==> src/dram_port_defs.svh <==
// Widths of the SoC-side and DRAM-side AXI ports
// Both sides carry 64-bit data; the data-width converter is not present
// DRAM-side ID and address are the low bits of the SoC-side ones
`ifndef DRAM_PORT_DEFS_SVH
`define DRAM_PORT_DEFS_SVH

`default_nettype none

////////////////////
// ID widths
////////////////////

`define DRAM_SOC_ID_W 6
`define DRAM_MEM_ID_W 4

////////////////////
// Address widths
////////////////////

`define DRAM_SOC_ADDR_W 32
`define DRAM_MEM_ADDR_W 30

// Data path, same on both sides
`define DRAM_DATA_W 64
`define DRAM_STRB_W 8

// AXI burst length field
`define DRAM_LEN_W 8

`default_nettype wire

`endif

==> src/dram_port_pkg.sv <==
// Channel structs for the SoC and DRAM AXI ports, no user fields
// AW and AR share one address struct per side
// Control state enums of the ID restore stage
`include "dram_port_defs.svh"

`default_nettype none

package dram_port_pkg;

  ////////////////////
  // SoC side
  ////////////////////

  typedef struct packed {
    logic [`DRAM_SOC_ID_W-1:0]   id;
    logic [`DRAM_SOC_ADDR_W-1:0] addr;
    logic [`DRAM_LEN_W-1:0]      len;
    logic [2:0]                  size;
    logic [1:0]                  burst;
  } soc_ax_t;

  typedef struct packed {
    logic [`DRAM_SOC_ID_W-1:0] id;
    logic [1:0]                resp;
  } soc_b_t;

  typedef struct packed {
    logic [`DRAM_SOC_ID_W-1:0] id;
    logic [`DRAM_DATA_W-1:0]   data;
    logic [1:0]                resp;
    logic                      last;
  } soc_r_t;

  // Write data is identical on both sides
  typedef struct packed {
    logic [`DRAM_DATA_W-1:0] data;
    logic [`DRAM_STRB_W-1:0] strb;
    logic                    last;
  } w_chan_t;

  ////////////////////
  // DRAM side
  ////////////////////

  typedef struct packed {
    logic [`DRAM_MEM_ID_W-1:0]   id;
    logic [`DRAM_MEM_ADDR_W-1:0] addr;
    logic [`DRAM_LEN_W-1:0]      len;
    logic [2:0]                  size;
    logic [1:0]                  burst;
  } mem_ax_t;

  typedef struct packed {
    logic [`DRAM_MEM_ID_W-1:0] id;
    logic [1:0]                resp;
  } mem_b_t;

  typedef struct packed {
    logic [`DRAM_MEM_ID_W-1:0] id;
    logic [`DRAM_DATA_W-1:0]   data;
    logic [1:0]                resp;
    logic                      last;
  } mem_r_t;

  // One transaction in flight per direction
  typedef enum logic {WR_IDLE, WR_BUSY} wr_state_e;
  typedef enum logic {RD_IDLE, RD_BUSY} rd_state_e;

endpackage

`default_nettype wire

==> src/dram_spill_reg.sv <==
// Two-entry spill register for one valid/ready channel
// Both in_ready_o and out_valid_o come straight from flops
// Adds one cycle of latency when empty
`timescale 1ns/1ps
`default_nettype none

module dram_spill_reg #(
  parameter type chan_t = logic
) (
  input  logic  clk_i,
  input  logic  rst_i,
  input  chan_t in_data_i,
  input  logic  in_valid_i,
  output logic  in_ready_o,
  output chan_t out_data_o,
  output logic  out_valid_o,
  input  logic  out_ready_i
);

  // Slot 0 drives the output, slot 1 catches the overflow
  logic  full0_q;
  logic  full1_q;
  chan_t data0_q;
  chan_t data1_q;
  logic  push;
  logic  pop;

  assign in_ready_o  = ~full1_q;
  assign out_valid_o = full0_q;
  assign out_data_o  = data0_q;

  assign push = in_valid_i & in_ready_o;
  assign pop  = full0_q & out_ready_i;

  ////////////////////
  // Occupancy
  ////////////////////

  always_ff @(posedge clk_i) begin
    if (rst_i) begin
      full0_q <= 1'b0;
      full1_q <= 1'b0;
    end else if (full1_q) begin
      // Input is stalled here, only draining
      if (pop) begin
        full1_q <= 1'b0;
      end
    end else if (full0_q) begin
      if (push && !pop) begin
        full1_q <= 1'b1;
      end else if (!push && pop) begin
        full0_q <= 1'b0;
      end
    end else if (push) begin
      full0_q <= 1'b1;
    end
  end

  ////////////////////
  // Payload
  ////////////////////

  always_ff @(posedge clk_i) begin
    if (full1_q) begin
      if (pop) begin
        data0_q <= data1_q;
      end
    end else if (push) begin
      // Park in slot 1 only when slot 0 is held
      if (full0_q && !pop) begin
        data1_q <= in_data_i;
      end else begin
        data0_q <= in_data_i;
      end
    end
  end

endmodule

`default_nettype wire

==> src/dram_id_ctrl.sv <==
// ID and address narrowing between SoC and DRAM AXI ports
// At most one write and one read outstanding; later requests wait
// Responses get the stored full SoC ID, the DRAM ID is ignored
// Purely combinational on the data paths
`timescale 1ns/1ps

`include "dram_port_defs.svh"

`default_nettype none

module dram_id_ctrl (
  input  logic                    clk_i,
  input  logic                    rst_i,
  // SoC side
  input  dram_port_pkg::soc_ax_t  soc_aw_i,
  input  logic                    soc_aw_valid_i,
  output logic                    soc_aw_ready_o,
  input  dram_port_pkg::w_chan_t  soc_w_i,
  input  logic                    soc_w_valid_i,
  output logic                    soc_w_ready_o,
  output dram_port_pkg::soc_b_t   soc_b_o,
  output logic                    soc_b_valid_o,
  input  logic                    soc_b_ready_i,
  input  dram_port_pkg::soc_ax_t  soc_ar_i,
  input  logic                    soc_ar_valid_i,
  output logic                    soc_ar_ready_o,
  output dram_port_pkg::soc_r_t   soc_r_o,
  output logic                    soc_r_valid_o,
  input  logic                    soc_r_ready_i,
  // DRAM side
  output dram_port_pkg::mem_ax_t  mem_aw_o,
  output logic                    mem_aw_valid_o,
  input  logic                    mem_aw_ready_i,
  output dram_port_pkg::w_chan_t  mem_w_o,
  output logic                    mem_w_valid_o,
  input  logic                    mem_w_ready_i,
  input  dram_port_pkg::mem_b_t   mem_b_i,
  input  logic                    mem_b_valid_i,
  output logic                    mem_b_ready_o,
  output dram_port_pkg::mem_ax_t  mem_ar_o,
  output logic                    mem_ar_valid_o,
  input  logic                    mem_ar_ready_i,
  input  dram_port_pkg::mem_r_t   mem_r_i,
  input  logic                    mem_r_valid_i,
  output logic                    mem_r_ready_o
);

  import dram_port_pkg::*;

  wr_state_e                 wr_state_q;
  rd_state_e                 rd_state_q;
  logic [`DRAM_SOC_ID_W-1:0] wr_id_q;
  logic [`DRAM_SOC_ID_W-1:0] rd_id_q;
  logic                      aw_fire;
  logic                      ar_fire;
  logic                      b_fire;
  logic                      r_last_fire;

  ////////////////////
  // Write path
  ////////////////////

  // Address only passes while no write is open
  assign mem_aw_valid_o = soc_aw_valid_i & (wr_state_q == WR_IDLE);
  assign soc_aw_ready_o = mem_aw_ready_i & (wr_state_q == WR_IDLE);

  assign mem_aw_o = '{
    id:    soc_aw_i.id[`DRAM_MEM_ID_W-1:0],
    addr:  soc_aw_i.addr[`DRAM_MEM_ADDR_W-1:0],
    len:   soc_aw_i.len,
    size:  soc_aw_i.size,
    burst: soc_aw_i.burst
  };

  // W is not tied to the AW limit
  assign mem_w_o       = soc_w_i;
  assign mem_w_valid_o = soc_w_valid_i;
  assign soc_w_ready_o = mem_w_ready_i;

  assign soc_b_o       = '{id: wr_id_q, resp: mem_b_i.resp};
  assign soc_b_valid_o = mem_b_valid_i;
  assign mem_b_ready_o = soc_b_ready_i;

  assign aw_fire = mem_aw_valid_o & mem_aw_ready_i;
  assign b_fire  = mem_b_valid_i & soc_b_ready_i;

  always_ff @(posedge clk_i) begin
    if (rst_i) begin
      wr_state_q <= WR_IDLE;
    end else begin
      case (wr_state_q)
        WR_IDLE: if (aw_fire) wr_state_q <= WR_BUSY;
        WR_BUSY: if (b_fire) wr_state_q <= WR_IDLE;
        default: wr_state_q <= WR_IDLE;
      endcase
    end
  end

  always_ff @(posedge clk_i) begin
    if (aw_fire) begin
      wr_id_q <= soc_aw_i.id;
    end
  end

  ////////////////////
  // Read path
  ////////////////////

  assign mem_ar_valid_o = soc_ar_valid_i & (rd_state_q == RD_IDLE);
  assign soc_ar_ready_o = mem_ar_ready_i & (rd_state_q == RD_IDLE);

  assign mem_ar_o = '{
    id:    soc_ar_i.id[`DRAM_MEM_ID_W-1:0],
    addr:  soc_ar_i.addr[`DRAM_MEM_ADDR_W-1:0],
    len:   soc_ar_i.len,
    size:  soc_ar_i.size,
    burst: soc_ar_i.burst
  };

  // Every beat of the burst gets the stored ID
  assign soc_r_o = '{
    id:   rd_id_q,
    data: mem_r_i.data,
    resp: mem_r_i.resp,
    last: mem_r_i.last
  };
  assign soc_r_valid_o = mem_r_valid_i;
  assign mem_r_ready_o = soc_r_ready_i;

  assign ar_fire     = mem_ar_valid_o & mem_ar_ready_i;
  assign r_last_fire = mem_r_valid_i & soc_r_ready_i & mem_r_i.last;

  always_ff @(posedge clk_i) begin
    if (rst_i) begin
      rd_state_q <= RD_IDLE;
    end else begin
      case (rd_state_q)
        RD_IDLE: if (ar_fire) rd_state_q <= RD_BUSY;
        RD_BUSY: if (r_last_fire) rd_state_q <= RD_IDLE;
        default: rd_state_q <= RD_IDLE;
      endcase
    end
  end

  always_ff @(posedge clk_i) begin
    if (ar_fire) begin
      rd_id_q <= soc_ar_i.id;
    end
  end

endmodule

`default_nettype wire

==> src/dram_port_top.sv <==
// SoC AXI to DRAM AXI bridge, single clock domain
// Spill cut, ID/address narrowing, spill cut; two cycles each way
// DRAM side is exposed as ports for an external memory model
`timescale 1ns/1ps
`default_nettype none

module dram_port_top (
  input  logic                    clk_i,
  input  logic                    rst_i,
  // SoC side
  input  dram_port_pkg::soc_ax_t  soc_aw_i,
  input  logic                    soc_aw_valid_i,
  output logic                    soc_aw_ready_o,
  input  dram_port_pkg::w_chan_t  soc_w_i,
  input  logic                    soc_w_valid_i,
  output logic                    soc_w_ready_o,
  output dram_port_pkg::soc_b_t   soc_b_o,
  output logic                    soc_b_valid_o,
  input  logic                    soc_b_ready_i,
  input  dram_port_pkg::soc_ax_t  soc_ar_i,
  input  logic                    soc_ar_valid_i,
  output logic                    soc_ar_ready_o,
  output dram_port_pkg::soc_r_t   soc_r_o,
  output logic                    soc_r_valid_o,
  input  logic                    soc_r_ready_i,
  // DRAM side
  output dram_port_pkg::mem_ax_t  mem_aw_o,
  output logic                    mem_aw_valid_o,
  input  logic                    mem_aw_ready_i,
  output dram_port_pkg::w_chan_t  mem_w_o,
  output logic                    mem_w_valid_o,
  input  logic                    mem_w_ready_i,
  input  dram_port_pkg::mem_b_t   mem_b_i,
  input  logic                    mem_b_valid_i,
  output logic                    mem_b_ready_o,
  output dram_port_pkg::mem_ax_t  mem_ar_o,
  output logic                    mem_ar_valid_o,
  input  logic                    mem_ar_ready_i,
  input  dram_port_pkg::mem_r_t   mem_r_i,
  input  logic                    mem_r_valid_i,
  output logic                    mem_r_ready_o
);

  import dram_port_pkg::*;

  // Control stage, SoC-facing side
  soc_ax_t ctl_soc_aw;
  logic    ctl_soc_aw_valid, ctl_soc_aw_ready;
  w_chan_t ctl_soc_w;
  logic    ctl_soc_w_valid, ctl_soc_w_ready;
  soc_b_t  ctl_soc_b;
  logic    ctl_soc_b_valid, ctl_soc_b_ready;
  soc_ax_t ctl_soc_ar;
  logic    ctl_soc_ar_valid, ctl_soc_ar_ready;
  soc_r_t  ctl_soc_r;
  logic    ctl_soc_r_valid, ctl_soc_r_ready;

  // Control stage, DRAM-facing side
  mem_ax_t ctl_mem_aw;
  logic    ctl_mem_aw_valid, ctl_mem_aw_ready;
  w_chan_t ctl_mem_w;
  logic    ctl_mem_w_valid, ctl_mem_w_ready;
  mem_b_t  ctl_mem_b;
  logic    ctl_mem_b_valid, ctl_mem_b_ready;
  mem_ax_t ctl_mem_ar;
  logic    ctl_mem_ar_valid, ctl_mem_ar_ready;
  mem_r_t  ctl_mem_r;
  logic    ctl_mem_r_valid, ctl_mem_r_ready;

  ////////////////////
  // SoC-side cuts
  ////////////////////

  dram_spill_reg #(.chan_t(soc_ax_t)) i_soc_cut_aw (
    .clk_i, .rst_i,
    .in_data_i  (soc_aw_i),   .in_valid_i (soc_aw_valid_i),   .in_ready_o (soc_aw_ready_o),
    .out_data_o (ctl_soc_aw), .out_valid_o(ctl_soc_aw_valid), .out_ready_i(ctl_soc_aw_ready)
  );

  dram_spill_reg #(.chan_t(w_chan_t)) i_soc_cut_w (
    .clk_i, .rst_i,
    .in_data_i  (soc_w_i),   .in_valid_i (soc_w_valid_i),   .in_ready_o (soc_w_ready_o),
    .out_data_o (ctl_soc_w), .out_valid_o(ctl_soc_w_valid), .out_ready_i(ctl_soc_w_ready)
  );

  // Response channels run from the control stage out to the SoC
  dram_spill_reg #(.chan_t(soc_b_t)) i_soc_cut_b (
    .clk_i, .rst_i,
    .in_data_i  (ctl_soc_b), .in_valid_i (ctl_soc_b_valid), .in_ready_o (ctl_soc_b_ready),
    .out_data_o (soc_b_o),   .out_valid_o(soc_b_valid_o),   .out_ready_i(soc_b_ready_i)
  );

  dram_spill_reg #(.chan_t(soc_ax_t)) i_soc_cut_ar (
    .clk_i, .rst_i,
    .in_data_i  (soc_ar_i),   .in_valid_i (soc_ar_valid_i),   .in_ready_o (soc_ar_ready_o),
    .out_data_o (ctl_soc_ar), .out_valid_o(ctl_soc_ar_valid), .out_ready_i(ctl_soc_ar_ready)
  );

  dram_spill_reg #(.chan_t(soc_r_t)) i_soc_cut_r (
    .clk_i, .rst_i,
    .in_data_i  (ctl_soc_r), .in_valid_i (ctl_soc_r_valid), .in_ready_o (ctl_soc_r_ready),
    .out_data_o (soc_r_o),   .out_valid_o(soc_r_valid_o),   .out_ready_i(soc_r_ready_i)
  );

  ////////////////////
  // Control stage
  ////////////////////

  dram_id_ctrl i_id_ctrl (
    .clk_i, .rst_i,
    .soc_aw_i      (ctl_soc_aw), .soc_aw_valid_i(ctl_soc_aw_valid),
    .soc_aw_ready_o(ctl_soc_aw_ready),
    .soc_w_i       (ctl_soc_w),  .soc_w_valid_i (ctl_soc_w_valid),
    .soc_w_ready_o (ctl_soc_w_ready),
    .soc_b_o       (ctl_soc_b),  .soc_b_valid_o (ctl_soc_b_valid),
    .soc_b_ready_i (ctl_soc_b_ready),
    .soc_ar_i      (ctl_soc_ar), .soc_ar_valid_i(ctl_soc_ar_valid),
    .soc_ar_ready_o(ctl_soc_ar_ready),
    .soc_r_o       (ctl_soc_r),  .soc_r_valid_o (ctl_soc_r_valid),
    .soc_r_ready_i (ctl_soc_r_ready),
    .mem_aw_o      (ctl_mem_aw), .mem_aw_valid_o(ctl_mem_aw_valid),
    .mem_aw_ready_i(ctl_mem_aw_ready),
    .mem_w_o       (ctl_mem_w),  .mem_w_valid_o (ctl_mem_w_valid),
    .mem_w_ready_i (ctl_mem_w_ready),
    .mem_b_i       (ctl_mem_b),  .mem_b_valid_i (ctl_mem_b_valid),
    .mem_b_ready_o (ctl_mem_b_ready),
    .mem_ar_o      (ctl_mem_ar), .mem_ar_valid_o(ctl_mem_ar_valid),
    .mem_ar_ready_i(ctl_mem_ar_ready),
    .mem_r_i       (ctl_mem_r),  .mem_r_valid_i (ctl_mem_r_valid),
    .mem_r_ready_o (ctl_mem_r_ready)
  );

  ////////////////////
  // DRAM-side cuts
  ////////////////////

  dram_spill_reg #(.chan_t(mem_ax_t)) i_mem_cut_aw (
    .clk_i, .rst_i,
    .in_data_i  (ctl_mem_aw), .in_valid_i (ctl_mem_aw_valid), .in_ready_o (ctl_mem_aw_ready),
    .out_data_o (mem_aw_o),   .out_valid_o(mem_aw_valid_o),   .out_ready_i(mem_aw_ready_i)
  );

  dram_spill_reg #(.chan_t(w_chan_t)) i_mem_cut_w (
    .clk_i, .rst_i,
    .in_data_i  (ctl_mem_w), .in_valid_i (ctl_mem_w_valid), .in_ready_o (ctl_mem_w_ready),
    .out_data_o (mem_w_o),   .out_valid_o(mem_w_valid_o),   .out_ready_i(mem_w_ready_i)
  );

  dram_spill_reg #(.chan_t(mem_b_t)) i_mem_cut_b (
    .clk_i, .rst_i,
    .in_data_i  (mem_b_i),   .in_valid_i (mem_b_valid_i),   .in_ready_o (mem_b_ready_o),
    .out_data_o (ctl_mem_b), .out_valid_o(ctl_mem_b_valid), .out_ready_i(ctl_mem_b_ready)
  );

  dram_spill_reg #(.chan_t(mem_ax_t)) i_mem_cut_ar (
    .clk_i, .rst_i,
    .in_data_i  (ctl_mem_ar), .in_valid_i (ctl_mem_ar_valid), .in_ready_o (ctl_mem_ar_ready),
    .out_data_o (mem_ar_o),   .out_valid_o(mem_ar_valid_o),   .out_ready_i(mem_ar_ready_i)
  );

  dram_spill_reg #(.chan_t(mem_r_t)) i_mem_cut_r (
    .clk_i, .rst_i,
    .in_data_i  (mem_r_i),   .in_valid_i (mem_r_valid_i),   .in_ready_o (mem_r_ready_o),
    .out_data_o (ctl_mem_r), .out_valid_o(ctl_mem_r_valid), .out_ready_i(ctl_mem_r_ready)
  );

endmodule

`default_nettype wire

==> config.mk <==
export PLATFORM = sky130hd
export DESIGN_NAME = dram_port_top
export DESIGN_NICKNAME = d
export VERILOG_FILES = /design/src/dram_port_pkg.sv /design/src/dram_spill_reg.sv /design/src/dram_id_ctrl.sv /design/src/dram_port_top.sv
export VERILOG_INCLUDE_DIRS = /design/src
export SDC_FILE = /design/constraint.sdc
export NUM_CORES = 1
export LEC_CHECK = 0
export ABC_AREA = 0
export BUFFER_PORTS_ARGS = -buffer_cell sky130_fd_sc_hd__buf_2
export CAP_MARGIN = 20
export CORE_UTILIZATION = 60
export CTS_BUF_LIST = sky130_fd_sc_hd__clkbuf_2 sky130_fd_sc_hd__clkbuf_4 sky130_fd_sc_hd__clkbuf_8
export DETAILED_ROUTE_END_ITERATION = 12
export PLACE_DENSITY_LB_ADDON = 0.15
export REMOVE_ABC_BUFFERS = 1
export SKIP_LAST_GASP = 1
export SYNTH_ARGS = -nofsm -noshare
export SYNTH_HDL_FRONTEND = slang
export SYNTH_SLANG_ARGS = --single-unit
==> constraint.sdc <==
create_clock -name clk_i -period 14.7 [get_ports clk_i]
set_input_delay 0.735 -clock clk_i [delete_from_list [all_inputs] [get_ports clk_i]]
set_output_delay 0.735 -clock clk_i [all_outputs]
set_load 0.005 [all_outputs]
Yosys cells after proc, flatten, opt, wreduce, memory -nomap -nowiden. Cells that the tools add are included.

Output and inout port bits: 258. Bits in registers: 1014. Word-level logic and storage cells: 350. Input port bits: 264.

Multiplexer cells: 123. Equality and inequality tests: 20. Bitwise operators: 34. Reduce and logical (&&, ||, !) cells: 77.

Operator list (count): 73-bit two-way mux (12); 51-bit two-way mux (8); 47-bit two-way mux (8); 67-bit two-way mux (4); 1-bit two-way mux (81); 3-bit AND reduction (20); 8-bit two-way mux (4); 1-bit logical AND (30); 1-bit AND (22); 2-bit by 1-bit != test with 1-bit output, second input constant (11); 2-bit nonzero test (10); 2-bit != test, second input constant (9); 1-bit zero test (17); 1-bit NOT (12); 2-bit two-way mux (4); 1-bit one-hot mux with 2 select lines (2).

Depth between registers and ports, before layout. Gate-level depths: netlist of run 1.

Word-level depth: 8. Depth in mapped cells: 6. Depth with buffers taken out: 5.

Modules after synthesis. From an unflattened synthesis of run 1, not the netlist that was laid out.

Cell total of the unflattened synthesis: 1961. Area total of the unflattened synthesis: 41479.8 um^2.

Modules (own cells, without submodules): dram_spill_reg at i_mem_cut_w ... (seq. area each 4424.2 um^2, times used 3, area each 5775.5 um^2, cells each 241); dram_spill_reg at i_soc_cut_ar ... (seq. area each 3103.0 um^2, times used 2, area each 3858.7 um^2, cells each 172); dram_spill_reg at i_mem_cut_ar ... (seq. area each 2862.7 um^2, times used 2, area each 3752.3 um^2, cells each 160); dram_spill_reg at i_mem_cut_r (seq. area each 4304.1 um^2, times used 1, area each 5306.3 um^2, cells each 235); dram_id_ctrl (seq. area each 400.4 um^2, times used 1, area each 2302.2 um^2, cells each 268); dram_spill_reg at i_soc_cut_b (seq. area each 520.5 um^2, times used 1, area each 740.7 um^2, cells each 39); dram_spill_reg at i_mem_cut_b (seq. area each 400.4 um^2, times used 1, area each 581.8 um^2, cells each 32).

Worst setup path after synthesis of run 1. No wires, ideal clock.

Path type: register to register. Start point: reg i_mem_cut_w.full1_q. End point: reg i_soc_cut_w.data0_q, in the netlist i_soc_cut_w.out_data_o[0] (enable). Library setup time: 616 ps. Data arrival time: 6060 ps. Buffers on the path: 3. Period minus slack after synthesis: 6676 ps. Data required time: 14084 ps. Path slack: 8024 ps. Cell stages (with the launch flop): 6. Path through: dfxtp_1 > buf_6 > buf_6 > buf_6 > nand2_1 > a21boi_0.

Longest elaborated chain between the ends: 6. Elaborated cells between the ends (all ways): 7. Those cells by class: eq/ne (2); bitwise (2); reduce/logical (3).

RTL lines: start: declaration (RTL line dram_spill_reg.sv:22) `logic full1_q;`; start signal: assignment (RTL line dram_spill_reg.sv:42) `full1_q <= 1'b0;`; start signal: assignment (RTL line dram_spill_reg.sv:46) `full1_q <= 1'b0;`; start signal: assignment (RTL line dram_spill_reg.sv:50) `full1_q <= 1'b1;`; 1-bit NOT (no source line) (*); 1-bit AND (*) (RTL line dram_spill_reg.sv:33) `assign pop = full0_q & out_ready_i;`; 1-bit zero test (RTL line dram_spill_reg.sv:70) `if (full0_q && !pop) begin`; 1-bit logical AND (RTL line dram_spill_reg.sv:70); 2-bit by 1-bit != test with 1-bit output (no source line); 3-bit AND reduction (no source line) (*); end signal: assignment (RTL line dram_spill_reg.sv:66) `data0_q <= data1_q;`; end signal: assignment (RTL line dram_spill_reg.sv:73) `data0_q <= in_data_i;`; end: declaration (RTL line dram_spill_reg.sv:23) `chan_t data0_q;`.

Every way passes the cells marked *; elsewhere a longest branch is shown, timed or not. A chain may end at the register's enable or synchronous reset.

Worst setup path after layout of run 1.
Start point: reg i_mem_cut_ar.full1_q. End point: reg i_mem_cut_ar.data0_q, in the netlist i_mem_cut_ar.out_data_o[45] (enable).

Longest elaborated chain between the ends: 4. Elaborated cells between the ends (all ways): 6. Those cells by class: eq/ne (2); bitwise (2); reduce/logical (2).

RTL lines: start: declaration (RTL line dram_spill_reg.sv:22); start signal: assignment (RTL line dram_spill_reg.sv:42); start signal: assignment (RTL line dram_spill_reg.sv:46); start signal: assignment (RTL line dram_spill_reg.sv:50); 1-bit NOT (no source line); 1-bit AND; via i_id_ctrl.ar_fire (RTL line dram_id_ctrl.sv:55) `logic ar_fire;`; 2-bit nonzero test (no source line); 3-bit AND reduction (no source line); end signal: assignment (RTL line dram_spill_reg.sv:66); end signal: assignment (RTL line dram_spill_reg.sv:73); end: declaration (RTL line dram_spill_reg.sv:23).

The timed path passes the listed nets, and every way through them passes these cells.

==> metrics, run 1 <==
Startpoint Class=flip-flop; synth unique cells=25; starting density of the core=about three fifths; post-route cell area=43180 um2; IO Count=522; die area=62200 um2; Post-synth ARST share=0%; Finish-stage setup viols=0; Die H=249.4 um; nets@finish=2561; antenna viol nets, final=0; placed cell area=between 40000 and 50000 um2; DIE WIDTH=249.4 um; status=complete, no violations; crit path time final=2.931 ns; Relative slew margins=28.70%; Synth Warn #=0; Pins Over Slew Limit=0; root buf cell=clkbuf_8; CP startpoint=i_mem_cut_ar.full1_q; Power Density=137.3 nW/um2; total number of vias=about 17k; Worst VDD drop=roughly 0.12 mV; period utilization=19.94%; R2R Path Start=i_mem_cut_ar.full1_q; Fin. Hold Viols=0; RSZ-0062 raised after global routing=false; Synth Cell Area=36720 um2; cells after synthesis=1668; Sink Count=~1k; Total Neg Setup Slack=0 ns; Pleak=15.19 nW; Area Growth Syn to Fin=17.58%; DP Worst Slack=roughly 12 ns; #FFs+latches synth=1010; cts repair resizes=0; r2r setup slk=11.77 ns; Worst-Margin Slew=1.069 ns; DR vias/cell=roughly 5.4; Max-Cap Viols=0; Fmax=0.3411 GHz; CTS tree=done; routed wire length per instance=22.14 um; worst-skew pair later-pin latency=0.76 ns; vias in the first global route=18.28k; Final HPWL DP=44120 um; post-synthesis sequential area ratio=approximately 80%; initial antenna violation count=31; first-pass GRT wire length=106500 um; fin cells=about 3.2k; fin util=71.54%; clock skew=0.03171 ns; worst-path maximum fanout=38; arrival time worst endpoint=~3.3 ns; Main synth FF type=edfxtp_1; H-tree depth=4; CTS hold repair buffers=0; Initial DRC Count=1039; Longest Clk Path Bufs=3; core area=60360 um2; DRC Markers=0; Crit. End Element=flip-flop; worst hold start=soc_w_i[41]; GRT overflow=0; GRT Total Usage=22.88%; Reg clk slew, reported paths=0.07 ns; first-pass detailed-route iteration total=5; class of the worst hold path=in -> reg; largest net degree at the start of global routing=81; CTS buffer count=154; layout cells sized above 1=53.05%; # placed instances=2920; WP data required=15.08 ns; Mean Syn Cell Area=22.02 um2; CP Class=reg -> reg; IO Port Bufs=509; post-CTS repair timing setup buffer count=0; final worst slack=11.77 ns; number of flops mapped to enable cells by yosys=988; Rows=90; overall routed net length=70990 um; GP Congestion=0.7942
## cell usage after synthesis, types with 2 or more instances
cell	number	area [um2]
buf_4	9	67.56
mux2_4	45	675.7
a211oi_1	5	37.54
inv_1	16	60.06
buf_2	38	190.2
a22oi_1	3	22.52
nand2_1	17	63.81
and3_1	5	31.28
o21ai_0	10	50.05
a21oi_1	24	120.1
edfxtp_1	988	29670
buf_6	13	146.4
mux2_2	442	4977
a31oi_1	2	12.51
nor3b_1	2	15.01
o22a_1	2	17.52
nor2_1	8	30.03
a21boi_0	3	22.52
inv_2	2	7.510
o31ai_1	2	15.01
nor3_1	5	25.02
nand2b_1	3	18.77
dfxtp_1	22	440.4
## power breakdown
part           total [W]  leakage, nW  internal [W]  switching (W)
registers        0.00339         9.33       0.00334      0.0000513
clock network    0.00221         1.55       0.00119        0.00102
logic           0.000336         4.31      0.000163       0.000173
total            0.00593         15.2       0.00469        0.00124
## routing by layer
| layer | GRT usage [%] | share of wire, % |
|---|---|---|
| met1 | 27.40 | 39 |
| met2 | 36.97 | 50 |
| met3 | 8.928 | 8.2 |
| met4 | 10.00 | 2.8 |
| met5 | 0 | 0.28 |
## kinds of logic after synthesis
kind of cell | after synthesis | synth area share, %
buffers and inverters | 80 | 1.305
multiplexers | 487 | 15.39
AO/OA/AOI/OAI | 51 | 0.8109
AND/OR/NAND/NOR | 40 | 0.5008
flip-flops | 1010 | 81.99
## registers in the layout, summed over array words and instances (netlist names), 49 cells and up
signal and flops:
i_soc_cut_w.data1_q 73, i_soc_cut_r.data1_q 73, i_soc_cut_aw.data1_q 49, i_soc_cut_r.out_data_o 73
i_mem_cut_w.data1_q 73, i_soc_cut_ar.data1_q 49, i_mem_cut_w.out_data_o 73, i_mem_cut_r.data1_q 67
i_soc_cut_ar.out_data_o 49, i_soc_cut_w.out_data_o 73, i_mem_cut_r.out_data_o 67, i_soc_cut_aw.out_data_o 49
## layout by cell type, fill, tap and decap left out, types with 3 or more instances in the layout
master / n
mux2_2: 442
a211oi_1: 5
dfxtp_2: 4
clkinv_2: 12
edfxtp_1: 988
nor2_1: 6
inv_1: 16
o21ai_0: 10
buf_4: 22
dfxtp_1: 14
dfxtp_4: 4
and3_2: 3
bufinv_16: 3
nand2_1: 17
diode_2: 18
buf_2: 509
nand2b_1: 3
mux2_4: 45
clkbuf_4: 47
clkinv_1: 37
a21oi_1: 22
clkbuf_8: 162
nor3_1: 5
## path summary, 6_finish.rpt
kind                                 endpoint  depth (start not counted)
setup / recovery  i_mem_cut_ar.out_data_o[45]                          7
hold reg to reg          i_id_ctrl.rd_id_q[5]                          0
setup reg to reg  i_mem_cut_ar.out_data_o[45]                          7
hold / removal        i_soc_cut_w.data1_q[41]                          1
## per-stage QoR
stage	hold slack [ns]	power, W
global route	0.09598	0.006142
detailed placement	0.4057	0.003785
floorplan	0.4003	0.003628
global placement	0.4055	0.003766
finish	0.1607	0.005931
CTS	0.07316	0.005989
## critical path, cell delays in order, from the launching register on
cell     delay, ns
dfxtp_2       0.44
buf_4         0.34
nor2_1        0.23
nand2_1       0.13
inv_2         0.20
a21oi_1       0.11
a21oi_4       0.55
buf_4         0.51
## layout make-up
type                            instances  area, um2
Sequential cell                      1010      30130
Inverter                               18      67.56
Clock buffer                          209       2582
Multi-Input combinational cell        578       6226
Timing Repair Buffer                  535       2808
Tap cell                              782      978.4
Fill cell                            3727      17180
Antenna cell                           18      45.04
Clock inverter                         57      344.1
Power figures use the tool's default switching activity.
==> inputs of run 2 (changes only) <==
Settings changed: ABC_AREA 0 to 1, CORE_UTILIZATION 60 to 53.
Clock period 14.7 ns to 2.6 ns, I/O delays scaled along.
==> run 2 against run 1 <==
  * First-iteration DRC count up 61%
  * Setup slack worse by 12 ns
  * Non-clock buffer count up 320
  * Cell count up 47%
  * Register-to-register slack worse by 11 ns
  * Core utilization down 3.5 points
  * Combinational power rose to 5.4 times the previous value
  * Clock skew down 0.0093 ns
  * Sequential power rose to 5.5 times the previous value
  * Clock-buffer cell count up 19
  * Die area up 14%
  * Power rose to 5.7 times the previous value
  * Critical path type is now reg -> out
  * Critical endpoint is now soc_ar_ready_o
  * Highest routed layer unchanged
==> metrics, run 2 <==
Mean Syn Cell Area=13.45 um2; DIE WIDTH=around 270 um; Logic pwr share=5.4%; commonest non-fill, non-tap cell in the layout=nand2_1; CTS buffer count=159; cells after synthesis=2742; largest net degree at the start of global routing=69; die area=a little over 70000 um2; DR vias/cell=4.951; Max-Cap Viols=0; switching share of power=21.63%; worst-path maximum fanout=50; Clock power frac=38.8%; Fmax=slightly above 0.4 GHz; Synth top area share=80.42%; GRT Total Usage=between 20% and 30%; Main synth FF type=edfxtp_1; Crit. End Element=primary output; CP Class=reg -> out; core area=68710 um2; overall routed net length=between 80000 and 90000 um; largest area contributor in the netlist=edfxtp_1; period utilization=~93%; clock skew=0.02241 ns; GP Congestion=0.8042; top post-synthesis cells by count=nand2_1, edfxtp_1, buf_2, inv_1, buf_4; top post-synthesis cells by area=edfxtp_1, nand2_1, dfxtp_1, buf_2, buf_4; Final HPWL DP=51790 um; Worst-Margin Slew=0.9335 ns; GRT overflow=0; initial antenna violation count=17; IO Port Bufs=509; vias in the first global route=23.50k; routed wire length per instance=around 18 um; root buf cell=clkbuf_8; count leader, synth=nand2_1; placed cell area=about 41000 um2; final worst slack=0.1899 ns; Rows=96; number of flops mapped to enable cells by yosys=988; Die H=approximately 270 um; H-tree depth=4; post-CTS repair timing setup buffer count=0; Area Growth Syn to Fin=26.64%; DP Worst Slack=~0.52 ns; Longest Clk Path Bufs=3; post-route cell area=46720 um2; #FFs+latches synth=1010; fillers=4944; Power Density=722.4 nW/um2; Sink Count=1010; nets@finish=3913; Pins Over Slew Limit=0; status=complete, no violations; Fin. Hold Viols=0; Pleak=approximately 19 nW; Synth Warn #=0; Post-synth ARST share=0%; r2r setup slk=0.57 ns; arrival time worst endpoint=2.28 ns; class of the worst hold path=in -> reg; Finish-stage setup viols=0; commonest cells after routing, fill and taps aside=nand2_1, edfxtp_1, buf_2; IO Count=522; DRC Markers=0; Worst VDD drop=0.6227 mV; first-pass GRT wire length=128900 um; antenna viol nets, final=0; worst-skew pair later-pin latency=slightly below 0.8 ns; WP data required=2.47 ns; RSZ-0062 raised after global routing=false; Switching Power=0.007302 W; layout cells sized above 1=22.30%; total number of vias=23.32k; crit path time final=2.410 ns; first-pass detailed-route iteration total=5; Pint=0.02645 W; sequential power share=55.8%; synth unique cells=14; Initial DRC Count=1674; post-synthesis sequential area ratio=81.62%; Relative slew margins=between 30% and 40%; CTS tree=done; Startpoint Class=flip-flop; Synth Cell Area=36890 um2; Reg clk slew, reported paths=approximately 0.060 ns; starting density of the core=around 54%
-- run 2: kinds of logic (layout without fill, tap and decap cells) --
group / count (synthesis) / count (layout) / share of synthesized area, %
simple gates: 1547 / 1547 / 15.84
buf+inv: 160 / 1184 / 2.208
flops: 1010 / 1010 / 81.62
compound gates: 25 / 25 / 0.3392
other cells: 0 / 12 / 0
-- run 2: metal layers --
layer  vias to the layer above  global-route usage [%]  part of all wire (%)
met1                     11160                   30.66                    40
li1                      11090                       -                     -
met4                        16                   10.13                   3.5
met2                       865                   39.03                    49
met3                       182                   6.017                   7.6
met5                         -                       0                  0.11
-- run 2: stage by stage --
| step | power, W | std cells | util (%) | TNS (ns) | hold slack, ns |
|---|---|---|---|---|---|
| global route | 0.03497 | 4705 | 67.98 | 0 | 0.02952 |
| floorplan | 0.01976 | 2633 | - | -1468.45 | 0.1991 |
| detailed placement | 0.02063 | 4122 | 59.11 | 0 | 0.3220 |
| global placement | 0.02055 | 4122 | 59.11 | 0 | 0.3231 |
| finish | 0.03375 | 4709 | 68.00 | 0 | 0.08168 |
| CTS | 0.03405 | 4697 | 67.95 | 0 | 0.0002205 |
-- run 2: final cells by class --
class / count / area, um2 / area share [%]
antenna: 12 / 30.03 / 0.06428
clock buffer: 228 / 2750 / 5.887
clock inverter: 50 / 347.8 / 0.7445
inverter: 51 / 201.4 / 0.4312
multi-input combinational: 1572 / 6012 / 12.87
sequential: 1010 / 30120 / 64.48
tap: 931 / 1165 / 2.493
timing repair buffer: 855 / 6088 / 13.03
-- run 2: final timing paths --
check	depth (start not counted)	start	end
worst max register to register	4	i_soc_cut_ar.full1_q	i_soc_cut_ar.data1_q[37]
worst min-delay path	2	mem_b_i[1]	i_mem_cut_b.data1_q[1]
worst min register to register	0	i_soc_cut_aw.out_data_o[49]	i_id_ctrl.wr_id_q[4]
worst max-delay path	2	i_soc_cut_ar.full1_q	soc_ar_ready_o
-- run 2: worst max-delay path, cell delays in order, from the launching register on --
cell and delay [ns]:
dfxtp_1 0.47, inv_2 0.73, buf_2 0.25
-- run 2: power groups by stage --
stage	Combinational [W]	Clock [W]	Sequential, W
final	0.00183	0.0131	0.0188
after CTS	0.00184	0.0134	0.0188
after floorplan	0.000588	0	0.0192
after global placement	0.00142	0	0.0191
after global routing	0.00202	0.0141	0.0189
after detailed placement	0.00147	0	0.0192
-- run 2: timing repair --
| action | in CTS | in global routing |
|---|---|---|
| hold endpoints to repair | 638 | 0 |
| gates resized for setup | 2 | 0 |
| setup endpoints to repair | 1 | 0 |
| hold buffers | 297 | 0 |
